**src/verilog/isa_pkg.sv**
```systemverilog
package isa_pkg;

	typedef struct packed {
		logic [5:0] opcode;
		logic [4:0] rs;
		logic [4:0] rt;
		logic [4:0] rd;
		logic [4:0] sa;
		logic [5:0] funct;
	} r_fields_t;

	typedef struct packed {
		logic [5:0]  opcode;
		logic [4:0]  rs;
		logic [4:0]  rt;
		logic [15:0] imm;
	} i_fields_t;

	// One word, seen as R-type or I-type.
	typedef union packed {
		r_fields_t r;
		i_fields_t i;
	} instr_t;

	localparam logic [5:0] op_special = 6'b000000; // Selects funct decode.
	localparam logic [5:0] op_andi    = 6'b001100;
	localparam logic [5:0] op_ori     = 6'b001101;
	localparam logic [5:0] op_xori    = 6'b001110;
	localparam logic [5:0] op_lui     = 6'b001111;

	localparam logic [5:0] fn_and  = 6'b100100;
	localparam logic [5:0] fn_or   = 6'b100101;
	localparam logic [5:0] fn_xor  = 6'b100110;
	localparam logic [5:0] fn_nor  = 6'b100111;
	localparam logic [5:0] fn_sll  = 6'b000000;
	localparam logic [5:0] fn_srl  = 6'b000010;
	localparam logic [5:0] fn_sra  = 6'b000011;
	localparam logic [5:0] fn_sllv = 6'b000100;
	localparam logic [5:0] fn_srlv = 6'b000110;
	localparam logic [5:0] fn_srav = 6'b000111;

endpackage

```
**src/verilog/exec_pkg.sv**
```systemverilog
package exec_pkg;

	typedef logic [4:0]  reg_addr_t;
	typedef logic [31:0] word_t;

	// ALU class, picks which unit feeds write-back.
	typedef enum logic [2:0] {
		sel_none  = 3'b000,
		sel_logic = 3'b001,
		sel_shift = 3'b010
	} alusel_t;

	// Immediate and variable forms share these codes.
	typedef enum logic [7:0] {
		aop_and = 8'b00100100,
		aop_or  = 8'b00100101,
		aop_xor = 8'b00100110,
		aop_nor = 8'b00100111,
		aop_lui = 8'b00001111,
		aop_sll = 8'b00000000,
		aop_srl = 8'b00000010,
		aop_sra = 8'b00000011
	} aluop_t;

endpackage

```
**src/verilog/id_ex_if.sv**
```systemverilog
`timescale 1ns/1ps

interface id_ex_if import exec_pkg::*; ();

	alusel_t   alusel;
	aluop_t    aluop;
	word_t     reg1_data;
	word_t     reg2_data;
	logic      we;
	reg_addr_t waddr;

	modport dec (
		output alusel,
		output aluop,
		output reg1_data,
		output reg2_data,
		output we,
		output waddr
	);

	modport exe (
		input alusel,
		input aluop,
		input reg1_data,
		input reg2_data,
		input we,
		input waddr
	);

endinterface

```
**src/verilog/regfile.sv**
```systemverilog
`timescale 1ns/1ps

module regfile import exec_pkg::*; (
	input  logic      clk,
	input  logic      reset_n,
	input  reg_addr_t raddr1,
	input  reg_addr_t raddr2,
	output word_t     rdata1,
	output word_t     rdata2,
	input  logic      wb_we,
	input  reg_addr_t wb_waddr,
	input  word_t     wb_wdata
);

	word_t regs [1:31]; // No storage for r0.

	logic hit1;
	logic hit2;

	assign hit1 = wb_we && wb_waddr == raddr1; // Write-through bypass.
	assign hit2 = wb_we && wb_waddr == raddr2;

	always_ff @(posedge clk or negedge reset_n) begin
		if (!reset_n) begin
			for (int k = 1; k < 32; k++) begin
				regs[k] <= '0;
			end
		end else if (wb_we && wb_waddr != '0) begin
			regs[wb_waddr] <= wb_wdata;
		end
	end

	assign rdata1 = (raddr1 == '0) ? '0 : (hit1 ? wb_wdata : regs[raddr1]);
	assign rdata2 = (raddr2 == '0) ? '0 : (hit2 ? wb_wdata : regs[raddr2]);

endmodule

```
**src/verilog/id.sv**
```systemverilog
`timescale 1ns/1ps

module id import isa_pkg::*, exec_pkg::*; (
	input  instr_t    instr,
	output reg_addr_t raddr1,
	output reg_addr_t raddr2,
	input  word_t     rdata1,
	input  word_t     rdata2,
	id_ex_if.dec      to_ex
);

	logic sa_as_reg1;  // Shift amount field replaces rs.
	logic imm_as_reg2; // Zero-extended imm replaces rt.

	assign raddr1 = instr.r.rs;
	assign raddr2 = instr.r.rt;

	always_comb begin
		to_ex.alusel = sel_none;
		to_ex.aluop = aop_and;
		to_ex.we = 1'b0;
		sa_as_reg1 = 1'b0;
		imm_as_reg2 = 1'b0;
		case (instr.r.opcode)
			op_special: begin
				case (instr.r.funct)
					fn_and: begin
						to_ex.alusel = sel_logic;
						to_ex.aluop = aop_and;
						to_ex.we = 1'b1;
					end
					fn_or: begin
						to_ex.alusel = sel_logic;
						to_ex.aluop = aop_or;
						to_ex.we = 1'b1;
					end
					fn_xor: begin
						to_ex.alusel = sel_logic;
						to_ex.aluop = aop_xor;
						to_ex.we = 1'b1;
					end
					fn_nor: begin
						to_ex.alusel = sel_logic;
						to_ex.aluop = aop_nor;
						to_ex.we = 1'b1;
					end
					fn_sll, fn_sllv: begin
						to_ex.alusel = sel_shift;
						to_ex.aluop = aop_sll;
						to_ex.we = 1'b1;
						sa_as_reg1 = (instr.r.funct == fn_sll);
					end
					fn_srl, fn_srlv: begin
						to_ex.alusel = sel_shift;
						to_ex.aluop = aop_srl;
						to_ex.we = 1'b1;
						sa_as_reg1 = (instr.r.funct == fn_srl);
					end
					fn_sra, fn_srav: begin
						to_ex.alusel = sel_shift;
						to_ex.aluop = aop_sra;
						to_ex.we = 1'b1;
						sa_as_reg1 = (instr.r.funct == fn_sra);
					end
					default: ;
				endcase
			end
			op_andi: begin
				to_ex.alusel = sel_logic;
				to_ex.aluop = aop_and;
				to_ex.we = 1'b1;
				imm_as_reg2 = 1'b1;
			end
			op_ori: begin
				to_ex.alusel = sel_logic;
				to_ex.aluop = aop_or;
				to_ex.we = 1'b1;
				imm_as_reg2 = 1'b1;
			end
			op_xori: begin
				to_ex.alusel = sel_logic;
				to_ex.aluop = aop_xor;
				to_ex.we = 1'b1;
				imm_as_reg2 = 1'b1;
			end
			op_lui: begin
				to_ex.alusel = sel_logic;
				to_ex.aluop = aop_lui;
				to_ex.we = 1'b1;
				imm_as_reg2 = 1'b1; // Execute shifts it up.
			end
			default: ;
		endcase
	end

	assign to_ex.reg1_data = sa_as_reg1 ? {27'd0, instr.r.sa} : rdata1;
	assign to_ex.reg2_data = imm_as_reg2 ? {16'd0, instr.i.imm} : rdata2;

	// rd for R-type, rt otherwise.
	assign to_ex.waddr = (instr.r.opcode == op_special) ? instr.r.rd : instr.i.rt;

endmodule

```
**src/verilog/ex.sv**
```systemverilog
`timescale 1ns/1ps

module ex import exec_pkg::*; (
	input  logic      clk,
	input  logic      reset_n,
	id_ex_if.exe      from_id,
	output logic      wb_we,
	output reg_addr_t wb_waddr,
	output word_t     wb_wdata
);

	word_t      logic_out;
	word_t      shift_out;
	logic [4:0] shamt;

	assign shamt = from_id.reg1_data[4:0]; // Upper bits ignored.

	always_comb begin
		case (from_id.aluop)
			aop_and: begin
				logic_out = from_id.reg1_data & from_id.reg2_data;
			end
			aop_or: begin
				logic_out = from_id.reg1_data | from_id.reg2_data;
			end
			aop_xor: begin
				logic_out = from_id.reg1_data ^ from_id.reg2_data;
			end
			aop_nor: begin
				logic_out = ~(from_id.reg1_data | from_id.reg2_data);
			end
			aop_lui: begin
				logic_out = {from_id.reg2_data[15:0], 16'd0};
			end
			default: begin
				logic_out = '0;
			end
		endcase
	end

	always_comb begin
		case (from_id.aluop)
			aop_sll: begin
				shift_out = from_id.reg2_data << shamt;
			end
			aop_srl: begin
				shift_out = from_id.reg2_data >> shamt;
			end
			aop_sra: begin
				shift_out = $signed(from_id.reg2_data) >>> shamt; // Sign fill.
			end
			default: begin
				shift_out = '0;
			end
		endcase
	end

	always_ff @(posedge clk or negedge reset_n) begin
		if (!reset_n) begin
			wb_we <= 1'b0;
			wb_waddr <= '0;
			wb_wdata <= '0;
		end else begin
			wb_we <= from_id.we;
			wb_waddr <= from_id.waddr;
			case (from_id.alusel)
				sel_logic: begin
					wb_wdata <= logic_out;
				end
				sel_shift: begin
					wb_wdata <= shift_out;
				end
				default: begin
					wb_wdata <= '0; // No-op words.
				end
			endcase
		end
	end

endmodule

```
**src/verilog/core_top.sv**
```systemverilog
`timescale 1ns/1ps

module core_top import isa_pkg::*, exec_pkg::*; (
	input  logic        clk,
	input  logic        reset_n,
	input  logic [31:0] instr,
	output logic        wb_we,
	output reg_addr_t   wb_waddr,
	output word_t       wb_wdata
);

	reg_addr_t raddr1;
	reg_addr_t raddr2;
	word_t     rdata1;
	word_t     rdata2;

	id_ex_if id_ex ();

	id id_i (
		.instr  (instr_t'(instr)),
		.raddr1 (raddr1),
		.raddr2 (raddr2),
		.rdata1 (rdata1),
		.rdata2 (rdata2),
		.to_ex  (id_ex.dec)
	);

	regfile regfile_i (
		.clk      (clk),
		.reset_n  (reset_n),
		.raddr1   (raddr1),
		.raddr2   (raddr2),
		.rdata1   (rdata1),
		.rdata2   (rdata2),
		.wb_we    (wb_we),    // Write-back from ex.
		.wb_waddr (wb_waddr),
		.wb_wdata (wb_wdata)
	);

	ex ex_i (
		.clk      (clk),
		.reset_n  (reset_n),
		.from_id  (id_ex.exe),
		.wb_we    (wb_we),
		.wb_waddr (wb_waddr),
		.wb_wdata (wb_wdata)
	);

endmodule

```
**config.mk**
```make
export PLATFORM = sky130hd
export DESIGN_NAME = core_top
export DESIGN_NICKNAME = d
export VERILOG_FILES = /design/src/verilog/isa_pkg.sv /design/src/verilog/exec_pkg.sv /design/src/verilog/id_ex_if.sv /design/src/verilog/regfile.sv /design/src/verilog/id.sv /design/src/verilog/ex.sv /design/src/verilog/core_top.sv
export SDC_FILE = /design/constraint.sdc
export NUM_CORES = 2
export LEC_CHECK = 0
export BUFFER_PORTS_ARGS = -buffer_cell sky130_fd_sc_hd__buf_2
export CAP_MARGIN = 5
export CELL_PAD_IN_SITES_DETAIL_PLACEMENT = 0
export CELL_PAD_IN_SITES_GLOBAL_PLACEMENT = 1
export CORE_MARGIN = 2
export CORE_UTILIZATION = 54
export CTS_CLUSTER_SIZE = 24
export DETAILED_ROUTE_END_ITERATION = 8
export GPL_TIMING_DRIVEN = 0
export PLACE_DENSITY_LB_ADDON = 0.1
export SYNTH_ARGS = -nofsm -noshare
export SYNTH_HDL_FRONTEND = slang
export SYNTH_SLANG_ARGS = --single-unit
```
**constraint.sdc**
```tcl
create_clock -name clk -period 4.9 [get_ports clk]
set_input_delay 0.98 -clock clk [delete_from_list [all_inputs] [get_ports clk]]
set_output_delay 0.98 -clock clk [all_outputs]
set_load 0.01 [all_outputs]
```
Yosys cells after proc, flatten, opt, wreduce, memory -nomap -nowiden --
Cells that the tools add are included.
Storage, ports and cells: register bits after elaboration 1030, bits of input ports 34, output and inout bits 38, word-level logic and storage cells 117
Operators by class: magnitude comparators 4, equality and inequality tests 24, shift operators 3, mux-type cells 28, bitwise logic cells 7, reductions and logical operators 17
Operators with widths (number):
- 992-bit bitwise mux | 1
- 32-bit 2-to-1 mux | 11
- 32-bit binary-select mux with 5-bit select | 2
- 32-bit demux with 5-bit select | 1
- 32-bit one-hot mux with 5 select lines | 1
- 32-bit one-hot mux with 3 select lines | 1
- 32-bit one-hot mux with 2 select lines | 1
- 6-bit one-hot mux with 6 select lines | 1
- 32-bit AND | 1
- 8-bit by 6-bit equality test with 1-bit output, second input constant | 4
- 32-bit NOT | 1
- 32-bit OR | 1
- 8-bit one-hot mux with 4 select lines | 1
- 32-bit by 5-bit left shift with 32-bit output | 1
- 32-bit by 5-bit right shift with 32-bit output | 1
- 32-bit by 5-bit >>> shifter with 32-bit output | 1
- 32-bit XOR | 1
- 6-bit by 4-bit equality test with 1-bit output, second input constant | 4
- 6-bit equality test, second input constant | 4
- 6-bit by 3-bit equality test with 1-bit output, second input constant | 3
- 6-bit greater-or-equal comparator, second input constant | 3
- 5-bit NOT with 6-bit output | 3
- 8-bit by 2-bit equality test with 1-bit output, second input constant | 2
- 6-bit by 2-bit equality test with 1-bit output, second input constant | 2
- 20 further kinds | 31

Depth between registers and ports, before layout --
word-level depth 11, mapped depth 20, depth with buffers taken out 14

By module --
A second synthesis with hierarchy kept.
Unflattened totals: cells, all modules 4642, area, all modules 61825.5 sq um
Modules (own cells, without submodules):
- regfile | times used 1, cells each 3632, area an instance 53675.2 sq um, sequential area each 24823.8 sq um
- ex | times used 1, cells each 897, area an instance 7277.0 sq um, sequential area each 950.9 sq um
- id | times used 1, cells each 113, area an instance 873.3 sq um, sequential area each 0.0 sq um

Worst setup path before layout --
Ideal clock, no wire load.
kind input-to-reg, from input port instr[21], to register ex_i.wb_wdata[28], library setup time 145 ps, arrival 4843 ps, data required time 4755 ps, slack -88 ps, cell stages on the path 19, path buffers 6, cell sequence buf_6 buf_2 buf_2 buf_2 buf_2 buf_1 mux4_2 mux4_2 mux2i_1 o21ai_0 nand2_1 inv_1 ha_1 nand3_1 o21ai_0 a221oi_1 nor2_1 a2111oi_0 a311oi_1
On the way: cells in the longest elaborated chain, start to end 11, elaborated cells between the ends (all ways) 20, those cells by class eq/ne: 1; shift: 3; mux: 9; bitwise: 5; reduce/logical: 2
RTL lines:
- start, declared | RTL line core_top.sv:6 | input logic [31:0] instr,
- 5-bit NOT with 6-bit output (not written as such) | RTL line regfile.sv:33 | assign rdata1 = (raddr1 == '0) ? '0 : (hit1 ? wb_wdata : regs[raddr1]);
- 32-bit binary-select mux with 5-bit select | RTL line regfile.sv:33
- 32-bit 2-to-1 mux (not written as such) (2 in a row) | RTL line regfile.sv:33
- 32-bit 2-to-1 mux | RTL line regfile.sv:33
- 32-bit 2-to-1 mux (*) | RTL line regfile.sv:33
- 32-bit 2-to-1 mux (*) | RTL line id.sv:96 | assign to_ex.reg1_data = sa_as_reg1 ? {27'd0, instr.r.sa} : rdata1;
- parallel branches: the longest is 3 deep, another holds 32-bit by 5-bit >>> shifter with 32-bit output
- 32-bit one-hot mux with 2 select lines (*) | RTL line ex.sv:66 | case (from_id.alusel)
- end signal, assigned | RTL line ex.sv:68 | wb_wdata <= logic_out;
- end signal, assigned | RTL line ex.sv:71 | wb_wdata <= shift_out;
- end, declared | RTL line ex.sv:9 | output word_t wb_wdata
Mark *: on every way between the ends. The select of a mux whose other input is x is not followed. A chain may end at the register's enable or synchronous reset.

Final worst setup path --
from input port instr[20], to register ex_i.wb_wdata[21]
On the way: cells in the longest elaborated chain, start to end 11, elaborated cells between the ends (all ways) 20, those cells by class eq/ne: 1; shift: 3; mux: 9; bitwise: 5; reduce/logical: 2
RTL lines:
- 5-bit NOT with 6-bit output (not written as such) | RTL line regfile.sv:34 | assign rdata2 = (raddr2 == '0) ? '0 : (hit2 ? wb_wdata : regs[raddr2]);
- 32-bit binary-select mux with 5-bit select | RTL line regfile.sv:34
- 32-bit 2-to-1 mux (not written as such) (2 in a row) | RTL line regfile.sv:34
- 32-bit 2-to-1 mux | RTL line regfile.sv:34
- 32-bit 2-to-1 mux (*) | RTL line regfile.sv:34
- 32-bit 2-to-1 mux (*) | RTL line id.sv:97 | assign to_ex.reg2_data = imm_as_reg2 ? {16'd0, instr.i.imm} : rdata2;
- parallel branches: the longest is 3 deep, another holds 32-bit by 5-bit >>> shifter with 32-bit output
- 32-bit one-hot mux with 2 select lines (*) | RTL line ex.sv:66
Marks and branches as above.

==> flow_summary_export.csv <==
group,metric,value,unit
sta,fin_ws,-254,ps
synthesis,synth_ff_type,"dfrtp_1",
setup_path,reg2reg_from,"ex_i.wb_waddr[1]$_DFF_PN0_",
layout,area_growth,13.9,%
sta,fin_crit_sh,1.05,
clock_tree,clk_pin_slew,60,ps
sta,tns,-3590,ps
sta,setup_violations,29,
pwr,power_leakage,0.0325,uW
floorplan,start_util,0.545,
setup_path,cp_slowest_stage_delay,510,ps
synthesis,seq_area_frac_synth,0.414,
synthesis,yosysTopAreaCellShare,0.414,
grt,grt_pass1_wl,410000,um
setup_path,r2r_setup_slack,-100,ps
setup_path,crit_start,"instr[20]",
pwr,power.density,284,nW/um^2
setup_path,crit_path_end,"ex_i.wb_wdata[21]$_DFF_PN0_",
synthesis,synth_common_cells,"mux2_2 (1,102), dfrtp_1 (1,030), mux4_2 (434)",
pwr,vdd_drop_max,0.000326,V
setup_path,path_buf_inv,5,
place,numPortBuffers,67,
status,violations,"max-capacitance violations, max-slew violations, negative setup slack",
pwr,p_sw,5870,uW
clock_tree,cts_tree,"done",
drt,drt_iter0_markers,8109,
setup_path,crit_slowest_cell,"clkbuf_4",
drt,routed.top_layer,"met5",
synthesis,synth_seq_cells,1030,
hold_path,worstHoldPathType,"in2async",
grt,grt_max_degree,168,
synthesis,synth.net_count,4924,
pwr,switching_share,0.291,
setup_path,critical_path_class,"in2reg",
sta,tightest_slew,1660,ps
grt,gr-usage-all-layers,0.515,
synthesis,synth_cells,4823,
run,cap_violations,4,
synthesis,synth.avg_cell_area,12.9,um^2
clock_tree,root_buffer,"clkbuf_16",
drt,remaining_drc_errors,0,
setup_path,required,5530,ps
synthesis,synth_area,62300,um^2
setup_path,ff2ff_path_depth,13,
sta,rsz0062_at_grt,"true",
synthesis,yosys_warnings,0,
drt,first_pass_iters,8,
pwr,sequentialPowerShare,0.422,
layout,final-seq-area,25800,um^2
floorplan,die_y,344,um
sta,max_freq,0.194,GHz
pwr,fin_total_pwr,20200,uW
setup_path,cp.arrival,5780,ps
synthesis,ys_types,92,
place,hpwl,216000,um
clock_tree,clockBufferDepth,3,
layout,finalNonFillerCells,6671,
drt,wl_met2,119000,um
drt,wirelength,304000,um
sta,slew_headroom,-0.106,
floorplan,num_rows,124,
status,outcome,"finished, violations left",
setup_path,endpoint_kind,"flop",
drt,routedWlPerCell,45.6,um
synthesis,synth_largest_area_cell,"dfrtp_1",
drt,dr_total_vias,50700,
pwr,p_clk_frac,0.438,
place,postPlaceCellArea,65100,um^2
sta,finClkSkew,87.4,ps
clock_tree,htreeDepth,3,
layout,multiInputGateArea,34700,um^2
synthesis,synth.area.top_cells,"dfrtp_1 (41%), mux2_2 (20%), mux4_2 (16%)",
setup_path,start_kind,"input pin",
synthesis,synth_edf_count,0,
setup_path,r2r-end,"ex_i.wb_wdata[15]$_DFF_PN0_",
floorplan,fp.dieW,344,um
setup_path,crit_family,"compound AO/OA/AOI/OAI gates",
place,gp_congestion,1.08,
floorplan,io_pins,72,
drt,route.met3.wl,47600,um
sta,slew_viol_final,31,
setup_path,crit_path_frequent_cell,"buf_2",
clock_tree,clk_latency,810,ps
sta,layout_min_cycle_time,5150,ps
layout,final_util,0.621,
pwr,comb_power_share,0.140,
floorplan,die-area,118000,um^2
setup_path,crit_fanout,10,
sta,hold_violations,0,
floorplan,core_area,114000,um^2
clock_tree,cts.sinks,1030,
drt,vias_per_cell,7.60,
clock_tree,cts-buffers-inserted,112,
synthesis,synth_most_common_cell,"mux2_2",
grt,grt_pass1_vias,48600,
layout,nNetsFinal,5156,
clock_tree,cts_hold_buffers,0,
layout,n_fill_cell,8972,
setup_path,path_depth,15,
drt,postRouteAntennaNets,0,
layout,final_area,71000,um^2
grt,grt_antenna_before_repair,23,
pwr,internal_power,14300,uW
layout,layout-drive-gt1-share,0.438,
place,dp.cells,6430,
synthesis,synthArstFlopShare,1.00,
setup_path,path_cells,"buf_2 > buf_2 > clkinv_2 > clkbuf_4 > a32o_1 > o41ai_4 > a41oi_2 > nor2_2 > buf_4 > mux2i_1 > o32ai_1 > a21oi_1 > a211oi_1 > nor2_1 > o221ai_1",
drt,met1_length,110000,um
grt,grt_overflow_total,0,
-- worst min path at each step --
stage / startpoint / to / cells past startpoint
2_1_floorplan: regfile_i.regs[160]$_DFFE_PN0P_ / regfile_i.regs[160]$_DFFE_PN0P_ / 1
3_3_place_gp: regfile_i.regs[824]$_DFFE_PN0P_ / regfile_i.regs[824]$_DFFE_PN0P_ / 1
3_5_place_dp: regfile_i.regs[814]$_DFFE_PN0P_ / regfile_i.regs[814]$_DFFE_PN0P_ / 1
4_1_cts: reset_n / regfile_i.regs[137]$_DFFE_PN0P_ / 1
5_1_grt: reset_n / regfile_i.regs[169]$_DFFE_PN0P_ / 1
6_report: reset_n / regfile_i.regs[137]$_DFFE_PN0P_ / 1
-- power by group through the flow --
stage                     clock, uW  sequential [uW]  combinational [uW]
after floorplan                   0             8670                1140
after detailed placement          0             8670                2400
final                          8830             8520                2820
after global placement            0             8680                2380
after global routing           9120             8510                2790
after CTS                      8770             8520                2550
-- worst register-to-register path, stage by stage (launching register included) --
cell and delay, ps:
dfrtp_1 870, xnor2_1 220, nand4_1 260, o21ai_2 550, buf_4 490, a311oi_1 130
a32o_2 470, inv_1 200, mux2i_1 160, o21ai_0 210, a2bb2oi_1 610, a22oi_1 250
o311ai_1 200, a21oi_2 180
-- area by class of cell --
class,count,share of cell area
Multi-Input combinational cell,3230,0.489
Sequential cell,1030,0.363
Buffer,476,0.0468
Clock buffer,170,0.0465
Tap cell,1512,0.0267
Timing Repair Buffer,129,0.0163
Clock inverter,31,0.00635
Inverter,76,0.00423
Antenna cell,17,0.000599
-- repair_timing --
action,in CTS,in global routing
buffers inserted,17,17
setup endpoints to repair,32,31
resized for setup,371,147
endpoints found under the hold margin,0,0
pin swaps,20,20
-- through the flow --
stage | hold WS [ps] | setup slack, ps
after floorplan | 489 | 49.7
after global placement | 500 | -20050
after detailed placement | 509 | -3580
after CTS | 145 | 8.35
after global routing | 147 | -68.7
final | 110 | -254
-- flip-flops by register name (all words and copies together) (netlist names) --
signal and flops:
ex_i.wb_we 1, regfile_i.regs 992, ex_i.wb_wdata 32, ex_i.wb_waddr 5
-- cell families after synthesis --
kind of cell,share of synthesized area
xor+xnor,0.00141
fa+ha+maj,0.0135
flops,0.414
buf+inv,0.0432
compound gates,0.0740
mux,0.409
simple gates,0.0450
-- cells in the final DEF, fill, tap and decap left out, types with 92 or more instances in the layout --
cell,instances
mux2_2,1102
dfrtp_1,1030
mux4_2,434
mux2i_1,301
nand2_1,281
clkbuf_1,214
nor2_1,142
clkbuf_16,120
o21ai_0,110
buf_2,106
a21oi_1,92
-- layer usage --
layer / track usage / up-vias
li1: - / 18900
met1: 0.651 / 26300
met2: 0.679 / 4380
met3: 0.262 / 1181
met4: 0.359 / 22
met5: 0.0124 / -
No activity file was read; power rests on OpenSTA's default activity.
